==> src/common/bus_ctrl_pkg.sv <==
package bus_ctrl_pkg;

    localparam int MASTER_COUNT     = 2;
    localparam int SLAVE_COUNT      = 3;
    localparam int DATA_WIDTH       = 16;
    localparam int SLAVE_DEPTHS [SLAVE_COUNT] = '{4096, 4096, 2048};
    localparam int ADDR_WIDTH       = $clog2(SLAVE_DEPTHS[0]);  // masters reach the largest slave
    localparam int SLAVE_ID_WIDTH   = 2;
    localparam int BANK_DEPTH       = 16;                       // words per master
    localparam int BANK_ADDR_WIDTH  = $clog2(BANK_DEPTH);
    localparam int CONFIG_CLK_COUNT = 2;                        // cycles per configuration step
    localparam int DEBOUNCE_CYCLES  = 4;

    typedef logic [DATA_WIDTH-1:0] data_t;
    typedef logic [ADDR_WIDTH-1:0] addr_t;

    // command bundle towards one master
    typedef struct packed {
        logic                      burst;
        logic                      rd_wr;
        logic                      ext_write;
        logic [SLAVE_ID_WIDTH-1:0] slave_id;   // 1..3, 0 means slave 1
        addr_t                     address;
        data_t                     data;
        logic                      start;
    } master_cmd_t;

    typedef enum logic [3:0] {
        st_slave_sel, st_rd_wr_sel, st_ext_write_sel,
        st_ext_write_m1, st_ext_write_m1_2, st_ext_write_m2,
        st_addr_sel_m1, st_addr_sel_m2, st_count_sel_m1, st_count_sel_m2,
        st_config, st_comm_ready, st_communicating, st_comm_done
    } setup_state_t;

    // board phase, configuration is reported as selecting
    typedef enum logic [1:0] {
        stat_selecting,
        stat_comm_ready,
        stat_communicating,
        stat_comm_done
    } ctrl_status_t;

endpackage

==> src/control/config_sequencer.sv <==
`timescale 1ns/1ps

module config_sequencer import bus_ctrl_pkg::*; (
    input  logic                       clk,
    input  logic                       rstN,
    input  logic                       config_go,
    input  addr_t                      first_addr [MASTER_COUNT],
    input  logic [MASTER_COUNT-1:0]    ext_write,
    input  logic [BANK_ADDR_WIDTH-1:0] wr_count [MASTER_COUNT],
    input  data_t                      bank_rd_data,
    output logic                       bank_rd_master,
    output logic [BANK_ADDR_WIDTH-1:0] bank_rd_index,
    output logic [MASTER_COUNT-1:0]    seq_start,
    output addr_t                      seq_address [MASTER_COUNT],
    output data_t                      seq_data [MASTER_COUNT],
    output logic                       config_done
);

    typedef enum logic [1:0] {
        cfg_start,
        cfg_middle,
        cfg_last,
        cfg_done       // idle between runs
    } cfg_state_t;

    cfg_state_t                          cfg_state;
    logic                                cur_master;
    logic [$clog2(CONFIG_CLK_COUNT)-1:0] clk_cnt;
    logic [BANK_ADDR_WIDTH-1:0]          word_idx;
    logic [BANK_ADDR_WIDTH-1:0]          word_total;
    data_t                               word_out;
    data_t                               data_hold [MASTER_COUNT];
    logic                                busy;
    logic                                step_end;
    logic                                master_end;

    assign busy       = (cfg_state != cfg_done);
    assign step_end   = (clk_cnt == $bits(clk_cnt)'(CONFIG_CLK_COUNT - 1));
    assign word_total = ext_write[cur_master] ? wr_count[cur_master] : '0;
    assign word_out   = (word_total != '0) ? bank_rd_data : '0;   // unwritten slots stay hidden

    // zero or one word is a single step, otherwise the last word ends the master
    assign master_end = step_end &&
                        ((cfg_state == cfg_start && word_total <= BANK_ADDR_WIDTH'(1)) ||
                         cfg_state == cfg_last);

    assign bank_rd_master = cur_master;
    assign bank_rd_index  = word_idx;

    always_ff @(posedge clk or negedge rstN) begin
        if (!rstN) begin
            cfg_state   <= cfg_done;
            cur_master  <= 1'b0;
            clk_cnt     <= '0;
            word_idx    <= '0;
            config_done <= 1'b0;
        end else begin
            config_done <= 1'b0;
            if (config_go) begin
                cfg_state  <= cfg_start;
                cur_master <= 1'b0;
                clk_cnt    <= '0;
                word_idx   <= '0;
            end else if (busy) begin
                clk_cnt <= step_end ? '0 : clk_cnt + 1'b1;
                if (master_end) begin
                    word_idx <= '0;
                    if (cur_master == 1'(MASTER_COUNT - 1)) begin
                        cfg_state   <= cfg_done;
                        config_done <= 1'b1;
                    end else begin
                        cur_master <= cur_master + 1'b1;
                        cfg_state  <= cfg_start;
                    end
                end else if (step_end) begin
                    word_idx <= word_idx + 1'b1;
                    if (word_idx + BANK_ADDR_WIDTH'(2) == word_total) begin
                        cfg_state <= cfg_last;     // next word is the final one
                    end else begin
                        cfg_state <= cfg_middle;
                    end
                end
            end
        end
    end

    // keeps each master's last word on its data field once it is finished
    always_ff @(posedge clk or negedge rstN) begin
        if (!rstN) begin
            data_hold <= '{default: '0};
        end else if (busy) begin
            data_hold[cur_master] <= word_out;
        end
    end

    always_comb begin
        for (int m = 0; m < MASTER_COUNT; m++) begin
            seq_start[m]   = cur_master == 1'(m) && clk_cnt == '0 &&
                             (cfg_state == cfg_start || cfg_state == cfg_last);
            seq_address[m] = first_addr[m];
            seq_data[m]    = (busy && cur_master == 1'(m)) ? word_out : data_hold[m];
        end
    end

endmodule

==> src/control/setup_fsm.sv <==
`timescale 1ns/1ps

module setup_fsm import bus_ctrl_pkg::*; (
    input  logic                    clk,
    input  logic                    rstN,
    input  logic                    step_press,
    input  logic                    next_press,
    input  logic [15:0]             sw,
    input  logic [MASTER_COUNT-1:0] done_com,
    input  logic                    config_done,
    input  logic [MASTER_COUNT-1:0] seq_start,
    input  addr_t                   seq_address [MASTER_COUNT],
    input  data_t                   seq_data [MASTER_COUNT],
    output logic                    bank_wr_en,
    output logic                    bank_master,
    output logic                    bank_advance,
    output logic                    bank_clear,
    output data_t                   bank_data,
    output logic                    config_go,
    output addr_t                   first_addr [MASTER_COUNT],
    output logic [MASTER_COUNT-1:0] ext_write,
    output master_cmd_t             cmd [MASTER_COUNT],
    output ctrl_status_t            status
);

    setup_state_t              state;
    logic [SLAVE_ID_WIDTH-1:0] slave_id [MASTER_COUNT];
    logic [MASTER_COUNT-1:0]   rd_wr;
    logic [MASTER_COUNT-1:0]   burst;
    logic [MASTER_COUNT-1:0]   start_q;
    addr_t                     last_addr [MASTER_COUNT];
    addr_t                     address_q [MASTER_COUNT];
    addr_t                     sw_addr;
    logic                      in_ext_write;
    logic                      in_config;

    // first + count, held inside the selected slave
    function automatic addr_t clamp_last(addr_t first, addr_t count,
                                         logic [SLAVE_ID_WIDTH-1:0] id);
        int depth;
        int sum;
        depth = (id == '0) ? SLAVE_DEPTHS[0] : SLAVE_DEPTHS[id - 1'b1];
        sum   = int'(first) + int'(count);
        if (sum > depth - 1) begin
            return ADDR_WIDTH'(depth - 1);
        end
        return ADDR_WIDTH'(sum);
    endfunction

    assign sw_addr = sw[ADDR_WIDTH-1:0];

    always_ff @(posedge clk or negedge rstN) begin
        if (!rstN) begin
            state      <= st_slave_sel;
            slave_id   <= '{default: '0};
            rd_wr      <= '0;
            ext_write  <= '0;
            burst      <= '0;
            start_q    <= '0;
            first_addr <= '{default: '0};
            last_addr  <= '{default: '0};
            address_q  <= '{default: '0};
        end else begin
            case (state)
                st_slave_sel: begin
                    if (step_press) begin
                        for (int m = 0; m < MASTER_COUNT; m++) begin
                            slave_id[m] <= sw[2*m+1 -: 2];     // two switches per master
                        end
                        state <= st_rd_wr_sel;
                    end
                end
                st_rd_wr_sel: begin
                    if (step_press) begin
                        rd_wr <= sw[MASTER_COUNT-1:0];
                        state <= st_ext_write_sel;
                    end
                end
                st_ext_write_sel: begin
                    if (step_press) begin
                        ext_write <= sw[MASTER_COUNT-1:0];
                        case (sw[1:0])
                            2'b01:   state <= st_ext_write_m1;
                            2'b10:   state <= st_ext_write_m2;
                            2'b11:   state <= st_ext_write_m1_2;
                            default: state <= st_addr_sel_m1;
                        endcase
                    end
                end
                st_ext_write_m1_2: begin
                    if (step_press) begin
                        state <= st_ext_write_m2;
                    end
                end
                st_ext_write_m1, st_ext_write_m2: begin
                    if (step_press) begin
                        state <= st_addr_sel_m1;
                    end
                end
                st_addr_sel_m1: begin
                    if (step_press) begin
                        first_addr[0] <= sw_addr;
                        state         <= st_addr_sel_m2;
                    end
                end
                st_addr_sel_m2: begin
                    if (step_press) begin
                        first_addr[1] <= sw_addr;
                        state         <= st_count_sel_m1;
                    end
                end
                st_count_sel_m1: begin
                    if (step_press) begin
                        burst[0]     <= (sw_addr != '0);
                        last_addr[0] <= clamp_last(first_addr[0], sw_addr, slave_id[0]);
                        state        <= st_count_sel_m2;
                    end
                end
                st_count_sel_m2: begin
                    if (step_press) begin
                        burst[1]     <= (sw_addr != '0);
                        last_addr[1] <= clamp_last(first_addr[1], sw_addr, slave_id[1]);
                        state        <= st_config;
                    end
                end
                st_config: begin
                    if (config_done) begin
                        address_q <= last_addr;    // burst end the masters run to
                        state     <= st_comm_ready;
                    end
                end
                st_comm_ready: begin
                    if (step_press) begin
                        start_q <= '1;
                        state   <= st_communicating;
                    end
                end
                st_communicating: begin
                    start_q <= '0;
                    if (&done_com) begin
                        state <= st_comm_done;
                    end
                end
                st_comm_done: begin
                    // read-back, both masters look at the same address
                    if (next_press) begin
                        for (int m = 0; m < MASTER_COUNT; m++) begin
                            address_q[m] <= sw_addr;
                        end
                    end
                end
                default: state <= st_slave_sel;
            endcase
        end
    end

    assign in_ext_write = (state == st_ext_write_m1) || (state == st_ext_write_m1_2) ||
                          (state == st_ext_write_m2);
    assign in_config    = (state == st_config);
    assign bank_wr_en   = in_ext_write;
    assign bank_master  = (state == st_ext_write_m2);
    assign bank_advance = in_ext_write && next_press;    // word accepted
    assign bank_clear   = in_ext_write && step_press;
    assign bank_data    = sw[DATA_WIDTH-1:0];
    assign config_go    = (state == st_count_sel_m2) && step_press;

    always_comb begin
        case (state)
            st_comm_ready:    status = stat_comm_ready;
            st_communicating: status = stat_communicating;
            st_comm_done:     status = stat_comm_done;
            default:          status = stat_selecting;
        endcase
    end

    // sequencer drives start and address while configuring
    always_comb begin
        for (int m = 0; m < MASTER_COUNT; m++) begin
            cmd[m].burst     = burst[m];
            cmd[m].rd_wr     = rd_wr[m];
            cmd[m].ext_write = ext_write[m];
            cmd[m].slave_id  = slave_id[m];
            cmd[m].address   = in_config ? seq_address[m] : address_q[m];
            cmd[m].data      = seq_data[m];
            cmd[m].start     = in_config ? seq_start[m] : start_q[m];
        end
    end

endmodule

==> src/control/write_bank.sv <==
`timescale 1ns/1ps

module write_bank import bus_ctrl_pkg::*; (
    input  logic                       clk,
    input  logic                       rstN,
    input  logic                       wr_en,
    input  logic                       wr_master,
    input  logic                       wr_advance,
    input  logic                       wr_clear,
    input  data_t                      wr_data,
    input  logic                       rd_master,
    input  logic [BANK_ADDR_WIDTH-1:0] rd_index,
    output data_t                      rd_data,
    output logic [BANK_ADDR_WIDTH-1:0] wr_count [MASTER_COUNT]
);

    data_t                      bank_mem [MASTER_COUNT][BANK_DEPTH];
    logic [BANK_ADDR_WIDTH-1:0] wr_ptr;

    // the slot under the pointer follows the switches until it is counted
    always_ff @(posedge clk) begin
        if (wr_en) begin
            bank_mem[wr_master][wr_ptr] <= wr_data;
        end
    end

    always_ff @(posedge clk or negedge rstN) begin
        if (!rstN) begin
            wr_ptr   <= '0;
            wr_count <= '{default: '0};
        end else if (wr_clear) begin
            wr_ptr <= '0;            // next master starts at word 0
        end else if (wr_advance &&
                     wr_count[wr_master] != BANK_ADDR_WIDTH'(BANK_DEPTH - 1)) begin
            wr_ptr              <= wr_ptr + 1'b1;
            wr_count[wr_master] <= wr_count[wr_master] + 1'b1;   // saturates, count never wraps
        end
    end

    assign rd_data = bank_mem[rd_master][rd_index];

endmodule

==> src/hdl/bus_ctrl_top.sv <==
`timescale 1ns/1ps

module bus_ctrl_top import bus_ctrl_pkg::*; (
    input  logic                    clk,
    input  logic                    rstN,
    input  logic [1:0]              keys,       // [0] step, [1] next address
    input  logic [15:0]             sw,
    output master_cmd_t             cmd [MASTER_COUNT],
    input  logic [MASTER_COUNT-1:0] done_com,
    input  data_t                   data_out [MASTER_COUNT],
    output ctrl_status_t            status,
    output data_t                   read_data [MASTER_COUNT]
);

    logic                       step_press;
    logic                       next_press;
    logic                       bank_wr_en;
    logic                       bank_master;
    logic                       bank_advance;
    logic                       bank_clear;
    data_t                      bank_data;
    logic                       bank_rd_master;
    logic [BANK_ADDR_WIDTH-1:0] bank_rd_index;
    data_t                      bank_rd_data;
    logic [BANK_ADDR_WIDTH-1:0] wr_count [MASTER_COUNT];
    logic                       config_go;
    logic                       config_done;
    addr_t                      first_addr [MASTER_COUNT];
    logic [MASTER_COUNT-1:0]    ext_write;
    logic [MASTER_COUNT-1:0]    seq_start;
    addr_t                      seq_address [MASTER_COUNT];
    data_t                      seq_data [MASTER_COUNT];

    key_debouncer u_step_key (.clk, .rstN, .key_raw(keys[0]), .press(step_press));
    key_debouncer u_next_key (.clk, .rstN, .key_raw(keys[1]), .press(next_press));

    setup_fsm u_setup (
        .clk, .rstN, .step_press, .next_press, .sw, .done_com,
        .config_done, .seq_start, .seq_address, .seq_data,
        .bank_wr_en, .bank_master, .bank_advance, .bank_clear, .bank_data,
        .config_go, .first_addr, .ext_write, .cmd, .status
    );

    write_bank u_bank (
        .clk, .rstN,
        .wr_en      (bank_wr_en),
        .wr_master  (bank_master),
        .wr_advance (bank_advance),
        .wr_clear   (bank_clear),
        .wr_data    (bank_data),
        .rd_master  (bank_rd_master),
        .rd_index   (bank_rd_index),
        .rd_data    (bank_rd_data),
        .wr_count
    );

    config_sequencer u_seq (
        .clk, .rstN, .config_go, .first_addr, .ext_write, .wr_count,
        .bank_rd_data, .bank_rd_master, .bank_rd_index,
        .seq_start, .seq_address, .seq_data, .config_done
    );

    // masters' read ports sampled every cycle
    always_ff @(posedge clk or negedge rstN) begin
        if (!rstN) begin
            read_data <= '{default: '0};
        end else begin
            read_data <= data_out;
        end
    end

endmodule

==> src/hdl/key_debouncer.sv <==
`timescale 1ns/1ps

module key_debouncer import bus_ctrl_pkg::*; (
    input  logic clk,
    input  logic rstN,
    input  logic key_raw,     // active low
    output logic press
);

    logic [1:0]                         key_sync;
    logic [$clog2(DEBOUNCE_CYCLES)-1:0] stable_cnt;
    logic                               key_level;
    logic                               key_level_d;

    always_ff @(posedge clk or negedge rstN) begin
        if (!rstN) begin
            key_sync    <= 2'b11;
            stable_cnt  <= '0;
            key_level   <= 1'b1;     // released
            key_level_d <= 1'b1;
            press       <= 1'b0;
        end else begin
            key_sync    <= {key_sync[0], key_raw};
            key_level_d <= key_level;
            press       <= key_level_d && !key_level;   // one pulse per falling edge
            if (key_sync[1] == key_level) begin
                stable_cnt <= '0;    // bounce restarts the wait
            end else if (stable_cnt == $bits(stable_cnt)'(DEBOUNCE_CYCLES - 1)) begin
                stable_cnt <= '0;
                key_level  <= key_sync[1];
            end else begin
                stable_cnt <= stable_cnt + 1'b1;
            end
        end
    end

endmodule

==> config.mk <==
export PLATFORM = sky130hd
export DESIGN_NAME = bus_ctrl_top
export DESIGN_NICKNAME = d
export VERILOG_FILES = /design/src/common/bus_ctrl_pkg.sv /design/src/control/config_sequencer.sv /design/src/control/setup_fsm.sv /design/src/control/write_bank.sv /design/src/hdl/bus_ctrl_top.sv /design/src/hdl/key_debouncer.sv
export SDC_FILE = /design/constraint.sdc
export NUM_CORES = 1
export LEC_CHECK = 0
export ABC_CLOCK_PERIOD_IN_PS = 4800
export BUFFER_PORTS_ARGS = -buffer_cell sky130_fd_sc_hd__buf_4
export CORE_AREA = 2 2 270 272
export CTS_CLUSTER_SIZE = 28
export DETAILED_ROUTE_END_ITERATION = 10
export DIE_AREA = 0 0 272 274
export GPL_TIMING_DRIVEN = 0
export SYNTH_ARGS = -nofsm -noshare
export SYNTH_HDL_FRONTEND = slang
export SYNTH_SLANG_ARGS = --single-unit
==> constraint.sdc <==
create_clock -name clk -period 4.8 [get_ports clk]
set_input_delay 0.48 -clock clk [delete_from_list [all_inputs] [get_ports clk]]
set_output_delay 0.48 -clock clk [all_outputs]
set_load 0.03 [all_outputs]
## Word-level counts from Yosys, hierarchy flattened

Memory sizes are Yosys's and may differ from the RTL's.
Index checks and enable logic that the tools add are counted.

- Memories kept: 1
- Logic and storage cells: 259
- Bits in registers: 187
- Input port bits: 54
- Bits in writable memories: 512

Memories:

| memory | depth | bits a word | rd ports | clocked after memory_dff | wr ports | RTL line | text |
|---|---|---|---|---|---|---|---|
| u_bank.bank_mem | 2 | 256 | 1 | 0 | 1 | write_bank.sv:17 | `data_t bank_mem [MASTER_COUNT][BANK_DEPTH];` |

- Order comparisons: 13
- Multiplexer cells: 94
- Equality and inequality tests: 37
- Bitwise logic cells: 12
- Reductions and logical operators: 52
- Add/subtract/negate cells: 14

Operators with widths:

| kind | count |
|---|---|
| 256-bit 2-to-1 mux | 1 |
| 32-bit 2-to-1 mux | 6 |
| 32-bit binary-select mux with 2-bit select | 2 |
| 16-bit 2-to-1 mux | 7 |
| 4-bit 2-to-1 mux | 26 |
| 12-bit 2-to-1 mux | 6 |
| 16-bit binary-select mux with 4-bit select | 1 |
| 16-bit demux with 4-bit select | 1 |
| 32-bit > comparator | 2 |
| 32-bit by 2-bit subtractor with 32-bit output (second input constant) | 2 |
| 4-bit one-hot mux with 13 select lines | 1 |
| 24-bit 2-to-1 mux | 2 |
| 24-bit one-hot mux with 2 select lines | 1 |
| 32-bit bitwise mux | 1 |
| 2-bit AND reduction | 14 |
| 12-bit by 12-bit adder with 13-bit output | 2 |
| 4-bit == test (second input constant) | 6 |
| 2-bit inequality test (second input constant) | 12 |
| 1-bit 2-to-1 mux | 22 |
| 2-bit 2-to-1 mux | 11 |
| 1-bit logical AND | 17 |
| 16-bit demux with 1-bit select | 1 |
| 4-bit by 3-bit == test with 1-bit output (second input constant) | 4 |
| 13-bit AND reduction | 1 |
| 39 further kinds | 73 |

## Logic depth before layout (Yosys ltp)

- Depth after elaboration: 12
- Mapped depth: 15
- Depth with buffers taken out: 14

## Hierarchy

From an unflattened synthesis, not the netlist that was laid out.

- Cell total of the unflattened synthesis: 2046
- Area, all modules: 29688.5 sq um

Modules (own cells, without submodules):

| module | instances | seq. area each (sq um) | cells each | area an instance (sq um) |
|---|---|---|---|---|
| write_bank | 1 | 15675.0 | 1187 | 20802.5 |
| setup_fsm | 1 | 2177.1 | 585 | 5574.1 |
| config_sequencer | 1 | 1028.5 | 216 | 2035.7 |
| bus_ctrl_top | 1 | 800.8 | 32 | 800.8 |
| key_debouncer | 2 | 180.2 | 13 | 237.7 |

## Worst setup path after synthesis

No wires, ideal clock.

- Path kind: input to register
- Start: input sw[1]
- End: register u_setup.last_addr[2] (netlist name)
- Buffers on the path: 0
- Arrival: 3.403 ns
- Slack: 1.255 ns
- Stages on the path: 14
- Required time: 4.658 ns
- Path through: ha_1 -> a211oi_1 -> nor2_1 -> o311ai_0 -> a311oi_1 -> xor2_1 -> ha_1 -> nand4b_1 -> a211o_1 -> or3_1 -> nor4_1 -> nand3_1 -> o21ai_1 -> a31oi_1

- Cells in the longest elaborated chain, start to end: 6

Ends and longest elaborated chain:

| what | RTL line | text |
|---|---|---|
| start: declaration | bus_ctrl_top.sv:7 | `input logic [15:0] sw,` |
| 12-bit by 12-bit adder with 13-bit output * | setup_fsm.sv:43 | `sum = int'(first) + int'(count);` |
| 32-bit > comparator | setup_fsm.sv:44 | `if (sum > depth - 1) begin` |
| 1-bit 2-to-1 mux | setup_fsm.sv:44 |  |
| 1-bit 2-to-1 mux | setup_fsm.sv:120 | `if (step_press) begin` |
| 1-bit 2-to-1 mux | setup_fsm.sv:64 | `case (state)` |
| 12-bit 2-to-1 mux * | setup_fsm.sv:47 | `return ADDR_WIDTH'(sum);` |
| end: declaration | setup_fsm.sv:31 | `addr_t last_addr [MASTER_COUNT];` |

Mark *: on every way between the ends. The rest lies on a longest branch, timed or not. The select of a mux whose other input is x is not followed.
A chain may end at the register's enable or synchronous reset.

==> impl_metrics.ini <==
[critical_path]
ff2ff_path_depth = 14
critPathKind = flip-flop to output pin
crit_path_end_kind = output pin
crit_slowest_cell = clkbuf_1
crit_buf_inv = 4
cpLargestDelayFamily = buffers and inverters
slowest_delay_ns = 0.61
required_ns = 4.32
r2r_start = u_setup.first_addr[1]
crit_end = cmd[4]
cp.arrival_ns = 4.13
path_cells = clkbuf_1 -> clkbuf_1 -> clkbuf_2 -> mux4_2 -> mux4_2 -> mux2_2 -> nand2_1 -> o21ai_1 -> buf_4
rr_endpoint = u_setup.last_addr[4]
cp-start-kind = flip-flop
cp_num_cells = 9
reg2reg_slack_ns = 0.56
worst-path-max-fanout = 10
crit_path_start = u_seq.bank_rd_index[0]

[clock_tree]
postCtsSetupBuffers = 0
clk_latency_ns = 0.64
htree_levels = 3
path_clk_slew_ns = 0.06
cts.sinks = 698
cts_tree = built
clockRootBuffer = clkbuf_16
cts_made_buffers = 76
clock_path_buffers = 3

[detailed_routing]
routed_wirelength_um = 71200
drtIter0Drc = 1375
firstDrtPassIters = 5
post-route-drc-count = 0
num_vias = 16323
wl_per_cell_um = 23.7
vias_per_cell = 5.43
ant_nets = 0

[layout]
area_growth_pct = 19.9
antennaDiodeCount = 0
final_cells = 3008
fill_cells = 6068
final_nets = 2086
drive_above_1_share_pct = 27.9

[floorplan]
num_rows = 99
pin_count = 156
die_x_um = 272
core_area_um2 = 72000
die_y_um = 274
initial_core_util_pct = 39.5
die_area_um2 = 74500

[power]
power_frac_comb_pct = 33.6
peakVddDrop_uv = 408
p_sw_mw = 6.80
power_density_nw_per_um2 = 586
netSwitchingFraction_pct = 34.1
p_int_mw = 13.2
pwr-share-clk_pct = 28.4
sequentialPowerShare_pct = 38.0
p_leak_nw = 12.3

[global_routing]
grt_start_max_net_pins = 97
grt_overflow = 0
antenna_found_initial = 2
gr-usage-all-layers_pct = 19.2
grt_pass1_wl_um = 106000
grt_pass1_vias = 16507

[synth]
synth-main-ff-cell = edfxtp_1
synth_seq_area_share_pct = 70.5
syn_nets = 1791
async_reset_ff_share_pct = 26.6
synth.distinct_cells = 63
ys_seq_elements = 698
synth_area_um2 = 28400
netlist_instances = 1696
synth_edf_count = 512
synth_warnings = 0
syn_avg_cell_area_um2 = 16.8

[job]
maxCapViolCount = 0

[placed_design]
port_buffers = 155
dp_cells = 2837
dp_hpwl_um = 47700
place_congestion = 0.866

[sta]
clock-skew-final_ns = 0.0312
min_period_over_period_pct = 95.9
tightest_slew_ns = 1.19
drv_slew = 0
fin_crit_ns = 4.61
fmaxAchievable_mhz = 217
fin_tns_setup_ns = 0
setup-violations-final = 0
rsz0062_at_grt = false
slew_headroom_pct = 20.3
timing_hold_violations_final = 0

[hold_path]
hp-class = input pin to flip-flop

[outcome]
status = finished, final reports clean
[through the flow]
step                      cell area (um2)  util (%)  setup slack, ns  total power, mW  hold slack [ns]
after floorplan                     28400         -             1.26             12.0            0.184
after global placement              30800      42.8            0.351             14.2            0.347
after detailed placement            31300      43.5            0.200             14.4            0.351
after CTS                           34100      47.3           0.0359             20.1            0.230
after global routing                34100      47.3           0.0575             20.9            0.250
final                               34100      47.3            0.195             20.0            0.268
[layout make-up]
type,count,area [um2],share of cell area [%]
buffer,80,362,1.06
clock buffer,100,2070,6.08
clock inverter,36,355,1.04
inverter,18,67.6,0.198
multi-input combinational,900,8040,23.6
sequential,698,20000,58.8
tap,959,1200,3.52
timing repair buffer,217,1930,5.66
[cells in the final DEF (no fill, tap or decap), types with 19 or more instances in the layout]
cell type,instances
a21oi_1,60
buf_4,159
buf_8,24
clkbuf_1,67
clkbuf_16,77
dfrtp_1,176
dlygate4sd3_1,35
edfxtp_1,512
ha_1,39
mux2_2,46
mux4_2,160
nand2_1,212
nand3_1,20
nor2_1,65
nor2_2,32
o21ai_0,50
o21ai_1,34
xor2_1,19
[power by group through the flow]
stage | Sequential (mW) | Combinational (mW) | Clock, mW
4_1_cts | 7.60 | 6.74 | 5.79
3_5_place_dp | 7.71 | 6.69 | 0
6_report | 7.60 | 6.71 | 5.67
5_1_grt | 7.66 | 7.19 | 6.02
3_3_place_gp | 7.69 | 6.54 | 0
2_1_floorplan | 7.66 | 4.38 | 0
[kinds of logic after synthesis]
family	synth area share (%)
DFF	70.5
and+or+nand+nor	6.07
AOI/OAI and AO/OA	4.48
muxes	14.5
buffers and inverters	1.47
adders and majority gates	1.86
xor gates and xnor gates	1.08
[worst min path at each step]
stage / endpoint / cells past startpoint / start
final: u_bank.bank_mem[0][254] / 1 / sw[14]
after global routing: u_bank.bank_mem[1][78] / 1 / sw[14]
after CTS: u_bank.bank_mem[1][78] / 1 / sw[14]
after detailed placement: u_next_key.key_sync[1] / 0 / u_next_key.key_sync[0]
after global placement: u_next_key.key_sync[1] / 0 / u_next_key.key_sync[0]
after floorplan: read_data[0] / 0 / rstN
[repair_timing]
item	4_1_cts	5_1_grt
gates resized for setup	6	4
hold endpoints to repair	122	0
hold buffers	35	0
setup endpoints to repair	28	22
[metal layers]
metal / part of all wire, % / global-route usage, % / routed length, um / vias to the layer above
met5: 0 / 0 / 0 / -
met4: 1.9 / 4.50 / 1370 / 0
met3: 6.0 / 3.71 / 4270 / 95
met2: 47 / 30.5 / 33500 / 539
met1: 45 / 27.4 / 32000 / 8540
li1: - / - / - / 7149
[synth_stat cells (6+ instances only)]
cell type  instances  area share (%)
o21ai_0           50            0.88
o21ai_1           34            0.60
xor2_1            19            0.59
nor3_1            17            0.30
a31oi_1           18            0.40
nor2_1            97             1.3
mux2_2            46             1.8
nand3_1           20            0.35
ha_1              39             1.7
a211oi_1           8            0.21
dfstp_2           10            0.92
xnor2_1           16            0.49
nor2b_1           11            0.24
buf_1              9            0.12
a21oi_1           60             1.1
clkbuf_1          55            0.73
inv_1             18            0.24
and2_1            15            0.33
a21o_1             6            0.16
mux4_2           160              13
buf_2              8            0.14
nand2_1          212             2.8
dfrtp_1          176              15
edfxtp_1         512              54
[flip-flops by register name (all words and copies together) (netlist names), 2 cells and up]
register	flops
u_bank.wr_count	8
u_seq.bank_rd_index	4
u_bank.bank_mem	512
u_step_key.key_sync	2
u_setup.rd_wr	2
u_next_key.key_sync	2
u_setup.state	4
u_seq.cfg_state	2
read_data	32
u_seq.data_hold	32
u_setup.first_addr	24
u_setup.last_addr	24
u_setup.cmd	4
u_setup.ext_write	2
u_step_key.stable_cnt	2
u_next_key.stable_cnt	2
u_bank.wr_ptr	4
u_setup.burst	2
u_setup.address_q	24
No activity file was read; power rests on OpenSTA's default activity.
